`config.mk`:
```
export PLATFORM = sky130hd
export DESIGN_NAME = outputAllocator
export DESIGN_NICKNAME = d
export VERILOG_FILES = /design/src/nocPkg.sv /design/src/outputAllocator.sv /design/src/flitMux.sv /design/src/switchArbiter.sv /design/src/holdTimer.sv
export SDC_FILE = /design/constraint.sdc
export NUM_CORES = 1
export LEC_CHECK = 0
export BUFFER_PORTS_ARGS = -buffer_cell sky130_fd_sc_hd__buf_2
export CELL_PAD_IN_SITES_DETAIL_PLACEMENT = 1
export CELL_PAD_IN_SITES_GLOBAL_PLACEMENT = 1
export CORE_AREA = 2 2 132 160
export CTS_BUF_LIST = sky130_fd_sc_hd__clkbuf_8
export DETAILED_ROUTE_END_ITERATION = 12
export DIE_AREA = 0 0 134 162
export PLACE_DENSITY_LB_ADDON = 0.1
export SLEW_MARGIN = 20
export SYNTH_ARGS = -nofsm -noshare
export SYNTH_HDL_FRONTEND = slang
export SYNTH_HIERARCHICAL = 1
export SYNTH_SLANG_ARGS = --single-unit
```
`constraint.sdc`:
```
create_clock -name clk -period 2.2 [get_ports clk]
set_clock_uncertainty 0.15 [all_clocks]
set_input_delay 0.33 -clock clk [delete_from_list [all_inputs] [get_ports clk]]
set_output_delay 0.33 -clock clk [all_outputs]
set_load 0.01 [all_outputs]
```
`src/nocPkg.sv`:
```
package nocPkg;

  // Router ports.
  localparam int numPorts = 5;

  localparam int portL = 0;
  localparam int portN = 1;
  localparam int portE = 2;
  localparam int portW = 3;
  localparam int portS = 4;

  // Flit field widths.
  localparam int flitIdWidth = 3;
  localparam int lengthWidth = 12;
  localparam int dataWidth   = 16;

  // Flit id codes.
  localparam logic [flitIdWidth-1:0] flitHeader = 3'd1;
  localparam logic [flitIdWidth-1:0] flitBody   = 3'd2;
  localparam logic [flitIdWidth-1:0] flitTail   = 3'd3;

  // One-hot switch state.
  // Bit 0 is idle, bits 1 to 5 follow the port indices shifted up by one.
  typedef logic [numPorts:0] grantT;

  localparam grantT grantIdle = grantT'(1);

  // Length is only meaningful when id is flitHeader.
  typedef struct packed {
    logic [flitIdWidth-1:0] id;
    logic [lengthWidth-1:0] length;
    logic [dataWidth-1:0]   data;
  } flitT;

endpackage
```
`src/outputAllocator.sv`:
```
`timescale 1ns/1ps

module outputAllocator
  import nocPkg::*;
(
  input  logic                clk,
  input  logic                rst,
  input  flitT                inFlit [numPorts],
  input  logic [numPorts-1:0] req,
  output grantT               grant,
  output flitT                outFlit,
  output logic                outValid
);

  // Grant state also drives the multiplexer select.
  switchArbiter u_switchArbiter (
    .clk    (clk),
    .rst    (rst),
    .inFlit (inFlit),
    .req    (req),
    .grant  (grant)
  );

  flitMux u_flitMux (
    .clk      (clk),
    .rst      (rst),
    .inFlit   (inFlit),
    .req      (req),
    .grant    (grant),
    .outFlit  (outFlit),
    .outValid (outValid)
  );

endmodule

```
`src/flitMux.sv`:
```
`timescale 1ns/1ps

module flitMux
  import nocPkg::*;
(
  input  logic                clk,
  input  logic                rst,
  input  flitT                inFlit [numPorts],
  input  logic [numPorts-1:0] req,
  input  grantT               grant,
  output flitT                outFlit,
  output logic                outValid
);

  flitT selFlit;
  logic selValid;

  // One-hot AND-OR select, bit 0 of grant (idle) selects nothing.
  always_comb
  begin
    selFlit = '0;
    selValid = 1'b0;
    for (int p = 0; p < numPorts; p++)
    begin
      selFlit = selFlit | (inFlit[p] & {$bits(flitT){grant[p + 1]}});
      selValid = selValid | (req[p] & grant[p + 1]);
    end
  end

  // Output lags the grant by one cycle.
  always_ff @(posedge clk)
  begin
    if (rst)
    begin
      outFlit <= '0;
      outValid <= 1'b0;
    end
    else
    begin
      outFlit <= selFlit;
      outValid <= selValid;
    end
  end

endmodule

```
`src/switchArbiter.sv`:
```
`timescale 1ns/1ps

module switchArbiter
  import nocPkg::*;
(
  input  logic                clk,
  input  logic                rst,
  input  flitT                inFlit [numPorts],
  input  logic [numPorts-1:0] req,
  output grantT               grant
);

  grantT               nextGrant;
  logic [numPorts-1:0] run;
  logic [numPorts-1:0] timesUp;

  // One-hot state for a port index.
  function automatic grantT portGrant(input int port);
    grantT g;
    g = '0;
    g[port + 1] = 1'b1;
    return g;
  endfunction

  // First requester after port last in circular order, last itself checked last.
  function automatic grantT rotate(input int last, input logic [numPorts-1:0] reqs);
    grantT g;
    int    idx;
    g = grantIdle;
    // Walk backwards so the nearest requester is the one kept.
    for (int i = numPorts; i >= 1; i--)
    begin
      idx = (last + i) % numPorts;
      if (reqs[idx])
      begin
        g = portGrant(idx);
      end
    end
    return g;
  endfunction

  for (genvar p = 0; p < numPorts; p++)
  begin : genTimer
    holdTimer u_holdTimer (
      .clk     (clk),
      .rst     (rst),
      .flitId  (inFlit[p].id),
      .length  (inFlit[p].length),
      .run     (run[p]),
      .timesUp (timesUp[p])
    );
  end

  always_ff @(posedge clk)
  begin
    if (rst)
    begin
      grant <= grantIdle;
    end
    else
    begin
      grant <= nextGrant;
    end
  end

  always_comb
  begin
    run = '0;
    nextGrant = grantIdle;
    case (grant)
      // From idle the order is L, N, E, W, S, same as the order after South.
      grantIdle:
      begin
        nextGrant = rotate(portS, req);
      end
      portGrant(portL):
      begin
        if (req[portL] && !timesUp[portL])
        begin
          run[portL] = 1'b1;
          nextGrant = grant;
        end
        else
        begin
          nextGrant = rotate(portL, req);
        end
      end
      portGrant(portN):
      begin
        if (req[portN] && !timesUp[portN])
        begin
          run[portN] = 1'b1;
          nextGrant = grant;
        end
        else
        begin
          nextGrant = rotate(portN, req);
        end
      end
      // After East come West, South, Local, North, then East again.
      portGrant(portE):
      begin
        if (req[portE] && !timesUp[portE])
        begin
          run[portE] = 1'b1;
          nextGrant = grant;
        end
        else
        begin
          nextGrant = rotate(portE, req);
        end
      end
      portGrant(portW):
      begin
        if (req[portW] && !timesUp[portW])
        begin
          run[portW] = 1'b1;
          nextGrant = grant;
        end
        else
        begin
          nextGrant = rotate(portW, req);
        end
      end
      portGrant(portS):
      begin
        if (req[portS] && !timesUp[portS])
        begin
          run[portS] = 1'b1;
          nextGrant = grant;
        end
        else
        begin
          nextGrant = rotate(portS, req);
        end
      end
      // Not one-hot, recover through idle.
      default:
      begin
        nextGrant = grantIdle;
      end
    endcase
  end

endmodule

```
`src/holdTimer.sv`:
```
`timescale 1ns/1ps

module holdTimer
  import nocPkg::*;
(
  input  logic                   clk,
  input  logic                   rst,
  input  logic [flitIdWidth-1:0] flitId,
  input  logic [lengthWidth-1:0] length,
  input  logic                   run,
  output logic                   timesUp
);

  logic [lengthWidth-1:0] limit;
  logic [lengthWidth-1:0] count;

  always_ff @(posedge clk)
  begin
    if (rst)
    begin
      limit <= '0;
      count <= '0;
    end
    else
    begin
      // Any header flit on this port sets the limit, granted or not.
      if (flitId == flitHeader)
      begin
        limit <= length;
      end

      // Count restarts each time the grant is lost.
      if (run)
      begin
        count <= count + 1'b1;
      end
      else
      begin
        count <= '0;
      end
    end
  end

  // Held for limit plus one cycles when the port keeps requesting.
  assign timesUp = (count == limit);

endmodule

```
# Yosys cells after proc, flatten, opt, wreduce, memory -nomap -nowiden
# Index checks and enable logic that the tools add are counted.
# Widths: inputs -> output; s select.
[classes]
n_addsub = 5
n_eq_ne = 21
muxes = 41
bitwise_logic = 23
n_reduce_logical = 16
[op_table]
columns = ["operator", "n"]
rows = [
  ["$and 31x31->31", 5],
  ["$or 31x31->31", 4],
  ["$mux 6", 20],
  ["$add 12x1->12 const B", 5],
  ["$eq 12x12->1", 5],
  ["$pmux 6 s6", 1],
  ["$mux 5", 4],
  ["$eq 3x1->1 const B", 5],
  ["$mux 4", 3],
  ["$mux 1", 10],
  ["$ne 2x2->1 const B", 5],
  ["$reduce_or 2->1", 5],
  ["$eq 6x1->1 const B", 1],
  ["$eq 6x2->1 const B", 1],
  ["$eq 6x3->1 const B", 1],
  ["$eq 6x4->1 const B", 1],
  ["$eq 6x5->1 const B", 1],
  ["$eq 6x6->1 const B", 1],
  ["$mux 3", 2],
  ["$and 1x1->1", 5],
  ["$logic_and 1x1->1", 5],
  ["$logic_not 1->1", 5],
  ["$not 1->1", 5],
  ["$reduce_and 5->1", 1],
  ["other kinds (2)", 5],
]
[word_totals]
reg_bits = 158

# Longest topological paths before layout
# Gate-level depths: netlist of run 1.
[logic_depth]
depth_word = 7
ltp_mapped = 9

# Modules after synthesis
# Netlist of run 1, hierarchy kept.
[modules_own_cells]
columns = ["mod", "instances", "cells_per_inst", "area_per_inst_um2", "seq_area_each_um2"]
rows = [
  ["holdTimer at u_switchArbiter.genTimer[2].u_holdTimer ...", 3, 113, 1076.0, 480.5],
  ["holdTimer at u_switchArbiter.genTimer[0].u_holdTimer ...", 2, 113, 1073.5, 480.5],
  ["flitMux", 1, 146, 1466.4, 640.6],
  ["switchArbiter", 1, 64, 501.7, 120.1],
]

# Worst setup path before layout of run 1
# OpenSTA, ideal clock, no wires.
[synth_timing]
kind = "register to register"
from = "register u_switchArbiter.grant[3]"
to = "register u_switchArbiter.genTimer[1].u_holdTimer.count[9]"
setup_ps = 101
t_arrival_ps = 2139
setup_slack_ps = -190
path_stages_with_launch = 8
path_buffers = 1
synth_period_minus_slack_ps = 2390
cell_sequence = "dfxtp_1 -> or4_1 -> buf_2 -> or4b_4 -> inv_1 -> nor2b_1 -> nand2_1 -> o41ai_1"
[synth_between]
elab_chain_len = 4
[synth_lines]
columns = ["item", "line", "source"]
rows = [
  ["start: declaration", "switchArbiter.sv:10", "output grantT grant"],
  ["start signal: assignment", "switchArbiter.sv:58", "grant <= grantIdle;"],
  ["start signal: assignment", "switchArbiter.sv:62", "grant <= nextGrant;"],
  ["$eq 6x3->1", "switchArbiter.sv:70", "case (grant)"],
  ["$mux 1", "switchArbiter.sv:70", ""],
  ["via u_switchArbiter.run[1]", "switchArbiter.sv:14", "logic [numPorts-1:0] run;"],
  ["$not 1->1 (no line)", "-", ""],
  ["$reduce_or 2->1 (no line)", "-", ""],
  ["end signal: assignment", "holdTimer.sv:35", "count <= count + 1'b1;"],
  ["end: declaration", "holdTimer.sv:15", "logic [lengthWidth-1:0] count;"],
]
# The timed path passes the listed nets, and every way through them passes these cells.
# A chain may end at the register's enable or synchronous reset.

# Final worst setup path of run 1
[layout_timing]
from = "register u_switchArbiter.grant[1]"
to = "register u_switchArbiter.grant[2]"
[layout_between]
elab_chain_len = 3
[layout_lines]
columns = ["item", "line"]
rows = [
  ["$eq 6x6->1 (tied with other cells)", "switchArbiter.sv:70"],
  ["$ne 2x2->1 (no line)", "-"],
  ["$reduce_and 5->1 (no line)", "-"],
]
# Parallel ways exist; a longest one is shown, timed or not.

==> results_dict.tcl, run 1 <==
set metrics [dict create \
    fin_nets 1278 \
    grt_overflow 0 \
    place_inst 1272 \
    slew_violations 0 \
    startpoint_type "flip-flop" \
    worst_pin_slew_ps 636 \
    synth_flop_cell "dfxtp_1" \
    grt_pass1_vias 7718 \
    clockPowerShare_pct 32.2 \
    tritoncts "yes" \
    rsz0062_at_grt "yes" \
    netlist_area_mm2 0.00734 \
    fin_crit_sh_pct 102 \
    path_max_fanout 5 \
    antenna_found_initial 1 \
    power_leakage_nw 3.97 \
    first_iter_violations 450 \
    wirelength_mm 26.2 \
    crit_path_end_kind "flip-flop" \
    switching_power_mw 1.87 \
    vias_per_cell 5.30 \
    ios 200 \
    io_buffers 199 \
    numCtsBuffers 17 \
    final_cells 1389 \
    p_comb_share_pct 20.9 \
    p_sw_share_pct 28.9 \
    clock_sinks 158 \
    final_util_pct 52.2 \
    drcViolationCount 0 \
    hpwlAfterDp_mm 19.3 \
    core_mm2 0.0200 \
    drive_above_1_share_pct 34.2 \
    outcome "finished, violations left" \
    syn_nets 942 \
    synth-seq-area-share_pct 43.1 \
    yosys.cell_types.count 41 \
    async_reset_ff_share_pct 0 \
    grtUsageTotal_pct 24.0 \
    dr.pass1.iters 5 \
    route.antenna.remaining_nets 0 \
    placementRows 57 \
    register_area_mm2 0.00319 \
    synthTopCellsByArea "dfxtp_1 (43%), mux2i_1 (8.9%), xnor2_1 (7.9%)" \
    grt_max_degree 29 \
    vias 7356 \
    setup_viol 6 \
    dieArea_mm2 0.0217 \
    p_per_area_mw_per_mm2 619 \
    power_frac_seq_pct 46.9 \
    final_hold_viol_count 0 \
    fmax_ghz 0.446 \
    synth.avg_cell_area_um2 9.48 \
    cts_buffer_depth 2 \
    die_y_um 162 \
    peakVddDrop_mv 0.333 \
    place_congestion 0.848 \
    num-fill-cells 2334 \
    area_growth_pct 42.4 \
    grt_pass1_wl_mm 40.9 \
    clk_latency_ps 460 \
    critPathKind "reg -> reg" \
    fin_ws_ps -43.0 \
    h-tree-depth 4 \
    p_int_mw 4.61 \
    cts.root.buffer_cell "clkbuf_8" \
    yosysMostFrequentCell "dfxtp_1" \
    slew_headroom_pct 57.6 \
    drv_cap 0 \
    clk_pin_slew_ps 80 \
    synth-edff-count 0 \
    synth_top_area_share_pct 43.1 \
    ys_seq_elements 158 \
    initial_core_util_pct 36.6 \
    wl_per_cell_um 18.9 \
    layout_min_cycle_time_ps 2240 \
    synthCells 775 \
    hold_class "in -> reg" \
    die_w_um 134 \
    ys_warn_count 6 \
    critPathArrivalTime_ps 2420 \
    violations "negative setup slack" \
    synth_top_cell_by_area "dfxtp_1" \
    worst_ep_required_time_ps 2370 \
    synth_common_cells "dfxtp_1 (158), nor2_1 (87), a21oi_1 (66), xnor2_1 (66), mux2i_1 (65)" \
    multiInputGateArea_mm2 0.00412 \
]
-- cells in the final DEF (no fill, tap or decap), types with 4 or more instances in the layout --
cell type,instances
a21oi_2,4
o31ai_1,14
buf_4,76
dlygate4sd3_1,80
nand4_2,5
nand4_1,21
or3_1,12
clkbuf_8,20
o311ai_1,6
nand2_2,8
or4_1,13
nor3_1,6
buf_2,198
o21ai_0,16
mux2i_1,65
nor2b_4,5
a222oi_1,32
nor2_1,87
nand2_1,22
nand3_1,18
nand2b_1,8
o41ai_2,4
and2_1,5
ha_1,5
nor3b_2,5
a22oi_1,32
xor2_1,10
dfxtp_2,16
or4b_4,4
nor4_1,5
inv_1,12
a21oi_1,63
clkinv_2,4
dfxtp_1,140
xnor2_1,62
xnor2_2,4
-- worst max-delay path, stage by stage (launching register included) --
cell and delay [ps]:
dfxtp_2 330, or4_4 540, or4_4 550, buf_4 160
nand4b_4 100, nor3_4 70, nand3_1 110, a21oi_1 90
-- sequential cells by signal, indices dropped and copies added, names as in the netlist --
signal / cells
u_switchArbiter/grant: 6
u_flitMux/outFlit: 31
u_switchArbiter/genTimer.u_holdTimer/limit: 60
u_switchArbiter/genTimer.u_holdTimer/count: 60
u_flitMux/outValid: 1
-- repair_timing --
action,CTS,global route
pin swaps,6,19
buffers inserted,4,1
hold buffers,79,1
gates resized for setup,25,29
hold endpoints to repair,60,1
endpoints found under the setup margin,18,34
-- power by group through the flow --
stage	Clock, mW	Sequential (mW)	Combinational, mW
floorplan	0	3.15	0.545
global placement	0	3.10	1.13
detailed placement	0	3.10	1.15
CTS	2.15	3.04	1.31
global route	2.27	3.05	1.45
finish	2.08	3.04	1.35
-- area by class of cell --
type / instances / area share [%]
flip-flops and latches: 158 / 30.5
inverters: 15 / 0.563
diodes: 1 / 0.0239
clock inverters: 11 / 0.874
multi-input cells: 563 / 39.4
repair buffers: 356 / 22.8
well taps: 265 / 3.17
clock buffers: 20 / 2.63
-- routing by layer --
layer  up-vias  track usage [%]  share of wire, %
met2       185             42.9                52
met4         0             8.32               2.2
met3        36             4.00               3.6
met1      3585             28.9                42
met5         -                0                 0
li1       3550                -                 -
-- logic make-up after synthesis --
kind of cell,Yosys count,share of synthesized area (%)
AO/OA/AOI/OAI,176,16.6
XOR/XNOR,76,9.06
flip-flops,158,43.1
buffers and inverters,54,3.46
adder cells (fa/ha/maj),5,0.852
AND/OR/NAND/NOR,241,18.1
multiplexers,65,8.86
-- final timing paths --
check	slack, ps	start	end	cells after the start
hold / removal	20	inFlit[55]	flip-flop	3
hold reg to reg	340	u_switchArbiter/genTimer[2].u_holdTimer/count[11]$_SDFF_PP0_	u_switchArbiter/genTimer[2].u_holdTimer/count[11]$_SDFF_PP0_	2
setup reg to reg	-40	u_switchArbiter/grant[1]$_SDFFE_PP0P_	u_switchArbiter/grant[2]$_SDFFE_PP0P_	7
setup / recovery	-40	u_switchArbiter/grant[1]$_SDFFE_PP0P_	u_switchArbiter/grant[2]$_SDFFE_PP0P_	7
-- through the flow --
| stage | hold slack, ps | TNS (ps) | setup slack, ps | power [mW] | cell area (um^2) |
|---|---|---|---|---|---|
| detailed placement | 335 | -487 | -119 | 4.25 | 9050 |
| finish | 20.8 | -116 | -43.0 | 6.47 | 10500 |
| CTS | 1.14 | -58.7 | -17.1 | 6.51 | 10300 |
| global placement | 321 | -51.7 | -27.1 | 4.24 | 9050 |
| floorplan | 239 | -70.0 | -33.2 | 3.70 | 7390 |
| global route | 4.12 | -1060 | -144 | 6.78 | 10500 |
No activity file was read; power rests on OpenSTA's default activity.
==> run 2: changes to the inputs <==
--- a/config.mk
+++ b/config.mk
@@ -8,10 +8,10 @@
 export BUFFER_PORTS_ARGS = -buffer_cell sky130_fd_sc_hd__buf_2
 export CELL_PAD_IN_SITES_DETAIL_PLACEMENT = 1
 export CELL_PAD_IN_SITES_GLOBAL_PLACEMENT = 1
-export CORE_AREA = 2 2 132 160
-export CTS_BUF_LIST = sky130_fd_sc_hd__clkbuf_8
+export CORE_AREA = 2 2 134 162
+export CTS_CLUSTER_SIZE = 28
 export DETAILED_ROUTE_END_ITERATION = 12
-export DIE_AREA = 0 0 134 162
+export DIE_AREA = 0 0 136 164
 export PLACE_DENSITY_LB_ADDON = 0.1
 export SLEW_MARGIN = 20
 export SYNTH_ARGS = -nofsm -noshare
==> results_dict.tcl, run 2 (synthesized netlist as in run 1, its figures left out) <==
set metrics [dict create \
    drv_cap 0 \
    drcViolationCount 0 \
    crit_path_end_kind "flip-flop" \
    wl_per_cell_um 19.3 \
    fin_crit_sh_pct 102 \
    tritoncts "yes" \
    io_buffers 199 \
    p_per_area_mw_per_mm2 733 \
    critPathKind "reg -> reg" \
    slew_violations 0 \
    switching_power_mw 1.92 \
    final_cell_mix "buf_2 (198), dfxtp_1 (151), nor2_1 (87)" \
    placed_area_mm2 0.00907 \
    power_frac_seq_pct 42.1 \
    dr.pass1.iters 5 \
    grt_max_degree 34 \
    startpoint_type "flip-flop" \
    path_max_fanout 6 \
    first_iter_violations 344 \
    fin_nets 1201 \
    grtUsageTotal_pct 22.5 \
    outcome "finished, violations left" \
    fin_ws_ps -33.4 \
    critPathArrivalTime_ps 2410 \
    core_mm2 0.0208 \
    p_comb_share_pct 16.4 \
    route.antenna.remaining_nets 0 \
    dieArea_mm2 0.0223 \
    slew_headroom_pct 52.0 \
    place_congestion 0.835 \
    initial_core_util_pct 35.4 \
    placementRows 58 \
    worst_pin_slew_ps 720 \
    grt_pass1_wl_mm 38.7 \
    cts_buffer_depth 2 \
    violations "negative setup slack" \
    clockPowerShare_pct 41.5 \
    h-tree-depth 4 \
    cts.root.buffer_cell "clkbuf_16" \
    final_hold_viol_count 0 \
    die_y_um 164 \
    vias_per_cell 5.33 \
    n_antenna_cell 0 \
    clock_sinks 158 \
    grt_overflow 0 \
    hold_ws_ps 13.7 \
    rsz0062_at_grt "yes" \
    grt_pass1_vias 7156 \
    setup_viol 3 \
    antenna_found_initial 0 \
    hpwlAfterDp_mm 19.7 \
    final_common_cell "buf_2" \
    clk_pin_slew_ps 60 \
    r2r_cells 6 \
    worst_ep_required_time_ps 2380 \
    wirelength_mm 25.4 \
    numCtsBuffers 17 \
    die_w_um 136 \
    p_sw_share_pct 26.6 \
    p_int_mw 5.29 \
    postLayoutCellArea_mm2 0.00985 \
    layout_min_cycle_time_ps 2230 \
    reg.largest.list "u_switchArbiter/genTimer.u_holdTimer/count x60, u_switchArbiter/genTimer.u_holdTimer/limit x60, u_flitMux/outFlit x31" \
    hold_class "in -> reg" \
    area_growth_pct 34.1 \
    vias 7016 \
    drive_above_1_share_pct 34.5 \
    fmax_ghz 0.448 \
    clk_latency_ps 430 \
    peakVddDrop_mv 0.562 \
    min_path_cells 3 \
    ios 200 \
    power_leakage_nw 3.76 \
]
-- run 2: cell count changes in the layout (fill, tap and decap cells not counted), sizes merged --
cell | previous run | this run
bufinv | 1 | 2
buf | 276 | 274
clkinvlp | 3 | 2
dlygate4sd3 | 80 | 5
inv | 18 | 16
diode | 1 | 0
clkbuf | 20 | 23
-- run 2: worst paths after layout --
kind | startpoint | to | slack [ps]
worst max-delay path | u_switchArbiter/grant[4]$_SDFFE_PP0P_ | u_switchArbiter/genTimer[1].u_holdTimer/count[9]$_SDFF_PP0_ | -30
worst min-delay path | inFlit[16] | flip-flop | 10
worst max register to register | u_switchArbiter/grant[4]$_SDFFE_PP0P_ | u_switchArbiter/genTimer[1].u_holdTimer/count[9]$_SDFF_PP0_ | -30
worst min register to register | u_switchArbiter/genTimer[1].u_holdTimer/count[11]$_SDFF_PP0_ | u_switchArbiter/genTimer[1].u_holdTimer/count[11]$_SDFF_PP0_ | 340
-- run 2: timing repair --
item                       in CTS  in global routing
hold endpoints to repair        5                  0
setup endpoints to repair       9                 17
buffers inserted                1                  3
gates resized for setup        14                 12
hold buffers                    5                  0
pin swaps                       8                  5
-- run 2: layout make-up --
class	instances	area, um^2
clock buffer	23	488
tap	270	338
inverter	15	56.3
fill	2495	10900
sequential	158	3170
multi-input combinational	563	4060
clock inverter	9	108
timing repair buffer	279	1620
-- run 2: metal layers --
metal	part of all wire, %	up-vias	GRT usage, %
met1	42	3436	27.6
met5	0	-	0
met3	4.4	28	3.77
met2	51	158	40.0
li1	-	3394	-
met4	1.8	0	7.20
-- run 2: per-stage QoR --
stage / worst slack [ps] / power, mW / TNS (ps) / utilization, % / std cells
2_1_floorplan: -33.2 / 3.70 / -70.0 / - / 775
3_3_place_gp: -60.1 / 4.24 / -121 / 43.7 / 1276
3_5_place_dp: -122 / 4.25 / -285 / 43.7 / 1276
4_1_cts: -34.8 / 7.27 / -88.0 / 47.1 / 1314
5_1_grt: -103 / 7.50 / -759 / 47.5 / 1317
6_report: -33.4 / 7.22 / -40.8 / 47.5 / 1317
-- run 2: power by group through the flow --
stage	clock (mW)	combinational, mW	sequential (mW)
4_1_cts	3.06	1.17	3.04
3_3_place_gp	0	1.14	3.10
5_1_grt	3.18	1.27	3.05
3_5_place_dp	0	1.14	3.10
2_1_floorplan	0	0.545	3.15
6_report	2.99	1.18	3.04
-- run 2: critical path, cell delays in order (launching register included) --
cell	delay, ps
dfxtp_4	360
or4_4	550
or4b_4	550
inv_2	80
nor2b_4	180
nand2_2	80
o41ai_2	200
==> run 3: changes to the inputs <==
==> constraint.sdc (replaced) <==
create_clock -name clk -period 2.2 [get_ports clk]
set_clock_uncertainty 0.15 [all_clocks]
set_input_delay 0.44 -clock clk [delete_from_list [all_inputs] [get_ports clk]]
set_output_delay 0.44 -clock clk [all_outputs]
set_load 0.01 [all_outputs]
==> results_dict.tcl, run 3 (synthesized netlist as in run 1, its figures left out) <==
set metrics [dict create \
    place_congestion 0.824 \
    peakVddDrop_mv 0.632 \
    crit_path_max_incr_delay_ps 630 \
    fmax_ghz 0.441 \
    vias 7022 \
    reg2reg_to "u_switchArbiter/genTimer[2].u_holdTimer/count[9]$_SDFF_PP0_" \
    critPathKind "reg -> reg" \
    first_iter_violations 388 \
    h-tree-depth 4 \
    path_max_fanout 5 \
    drive_above_1_share_pct 35.2 \
    antenna_found_initial 1 \
    n_antenna_cell 0 \
    tns_ps -107 \
    drcViolationCount 0 \
    fin_ws_ps -67.0 \
    r2r_slack_ps -70 \
    cts_hold_buffers 0 \
    postLayoutCellArea_mm2 0.00985 \
    die_y_um 164 \
    r2r-start "u_switchArbiter/grant[4]$_SDFFE_PP0P_" \
    critPathArrivalTime_ps 2430 \
    critPathTopFamily "simple AND/OR/NAND/NOR gates" \
    initial_core_util_pct 35.4 \
    setup_viol 5 \
    r2r_cells 6 \
    grt_overflow 0 \
    final_hold_viol_count 0 \
    hp-start "inFlit[17]" \
    worst_ep_required_time_ps 2360 \
    final_cell_mix "buf_2 (198), dfxtp_1 (149), nor2_1 (86)" \
    clock_sinks 158 \
    cp_slowest_cell "or4b_1" \
    startpoint_type "flip-flop" \
    tritoncts "yes" \
    route.antenna.remaining_nets 0 \
    wl_per_cell_um 19.4 \
    grt_pass1_wl_mm 38.5 \
    final_common_cell "buf_2" \
    grtUsageTotal_pct 22.6 \
    slew_violations 0 \
    drv_cap 0 \
    clk_pin_slew_ps 60 \
    io_buffers 199 \
    num-fill-cells 2483 \
    place_inst 1276 \
    die_w_um 136 \
    cts.root.buffer_cell "clkbuf_16" \
    placed_area_mm2 0.00905 \
    power_leakage_nw 3.75 \
    grt_max_degree 35 \
    wirelength_mm 25.5 \
    p_per_area_mw_per_mm2 748 \
    rsz0062_at_grt "yes" \
    dieArea_mm2 0.0223 \
    reg.largest.list "u_switchArbiter/genTimer.u_holdTimer/count x60, u_switchArbiter/genTimer.u_holdTimer/limit x60, u_flitMux/outFlit x31" \
    clk_latency_ps 430 \
    crit_path_end_kind "flip-flop" \
    core_mm2 0.0208 \
    fin_nets 1198 \
    numCtsBuffers 17 \
    slew_headroom_pct 55.4 \
    dr.pass1.iters 7 \
    cts_buffer_depth 2 \
    fin_crit_sh_pct 103 \
    violations "negative setup slack" \
    min_path_cells 3 \
    hold_class "in -> reg" \
    placementRows 58 \
    vias_per_cell 5.34 \
    outcome "finished, violations left" \
    area_growth_pct 34.1 \
    critical_path_buf_inv_count 1 \
    final_cells 1314 \
    hpwlAfterDp_mm 19.7 \
    ios 200 \
    layout_min_cycle_time_ps 2270 \
    grt_pass1_vias 6989 \
    worst_pin_slew_ps 669 \
    cp_cell_sequence "or4b_1, nor4b_4, nor2b_1, buf_4, nand2_1, o41ai_1" \
]
-- run 3: per-layer routing --
layer | vias to the layer above | global-route usage, % | part of all wire [%]
li1 | 3389 | - | -
met1 | 3444 | 28.2 | 43
met2 | 164 | 40.0 | 51
met3 | 23 | 3.92 | 4.5
met4 | 2 | 5.73 | 1.4
met5 | - | 0 | 0.043
-- run 3: final cells by class --
type                       instances  area (um^2)  area share [%]
clock buffer                      20          467            4.74
clock inverter                    12          160            1.63
inverter                          15         56.3           0.572
multi-input combinational        563         4070            41.3
sequential                       158         3180            32.3
tap                              270          338            3.43
timing repair buffer             276         1580            16.1
-- run 3: worst max path at each step --
stage	slack (ps)	startpoint	endpoint	cells past startpoint
4_1_cts	-50	u_switchArbiter/grant[3]$_SDFFE_PP0P_	u_switchArbiter/genTimer[1].u_holdTimer/count[9]$_SDFF_PP0_	6
6_report	-70	u_switchArbiter/grant[4]$_SDFFE_PP0P_	u_switchArbiter/genTimer[2].u_holdTimer/count[9]$_SDFF_PP0_	6
5_1_grt	-140	u_switchArbiter/genTimer[1].u_holdTimer/count[8]$_SDFF_PP0_	u_switchArbiter/grant[2]$_SDFFE_PP0P_	9
3_5_place_dp	-90	u_switchArbiter/grant[1]$_SDFFE_PP0P_	u_switchArbiter/genTimer[4].u_holdTimer/count[9]$_SDFF_PP0_	6
3_3_place_gp	-20	u_switchArbiter/grant[1]$_SDFFE_PP0P_	u_switchArbiter/genTimer[4].u_holdTimer/count[9]$_SDFF_PP0_	6
2_1_floorplan	-30	u_switchArbiter/grant[4]$_SDFFE_PP0P_	u_switchArbiter/genTimer[1].u_holdTimer/count[9]$_SDFF_PP0_	7
-- run 3: report_power, final --
group | internal, mW | switching, mW
registers | 2.98 | 0.0558
logic | 0.536 | 0.673
clock network | 1.88 | 1.24
-- run 3: timing repair --
action	4_1_cts	5_1_grt
resized for setup	14	17
pin swaps	8	6
endpoints found under the setup margin	9	38
buffers inserted	3	3
-- run 3: stage by stage --
step	setup slack (ps)	total power, mW	util [%]	hold WS, ps
floorplan	-33.2	3.70	-	303
detailed placement	-87.3	4.25	43.6	334
CTS	-47.9	7.40	47.0	100
finish	-67.0	7.37	47.4	111
global route	-136	7.66	47.4	110
global placement	-23.0	4.23	43.6	317
-- run 3: worst reg2reg max path: stages, from the launching register on --
cell     delay (ps)
dfxtp_4         360
or4b_1          630
nor4b_4         360
nor2b_1         180
buf_4           140
nand2_1          60
o41ai_1         280
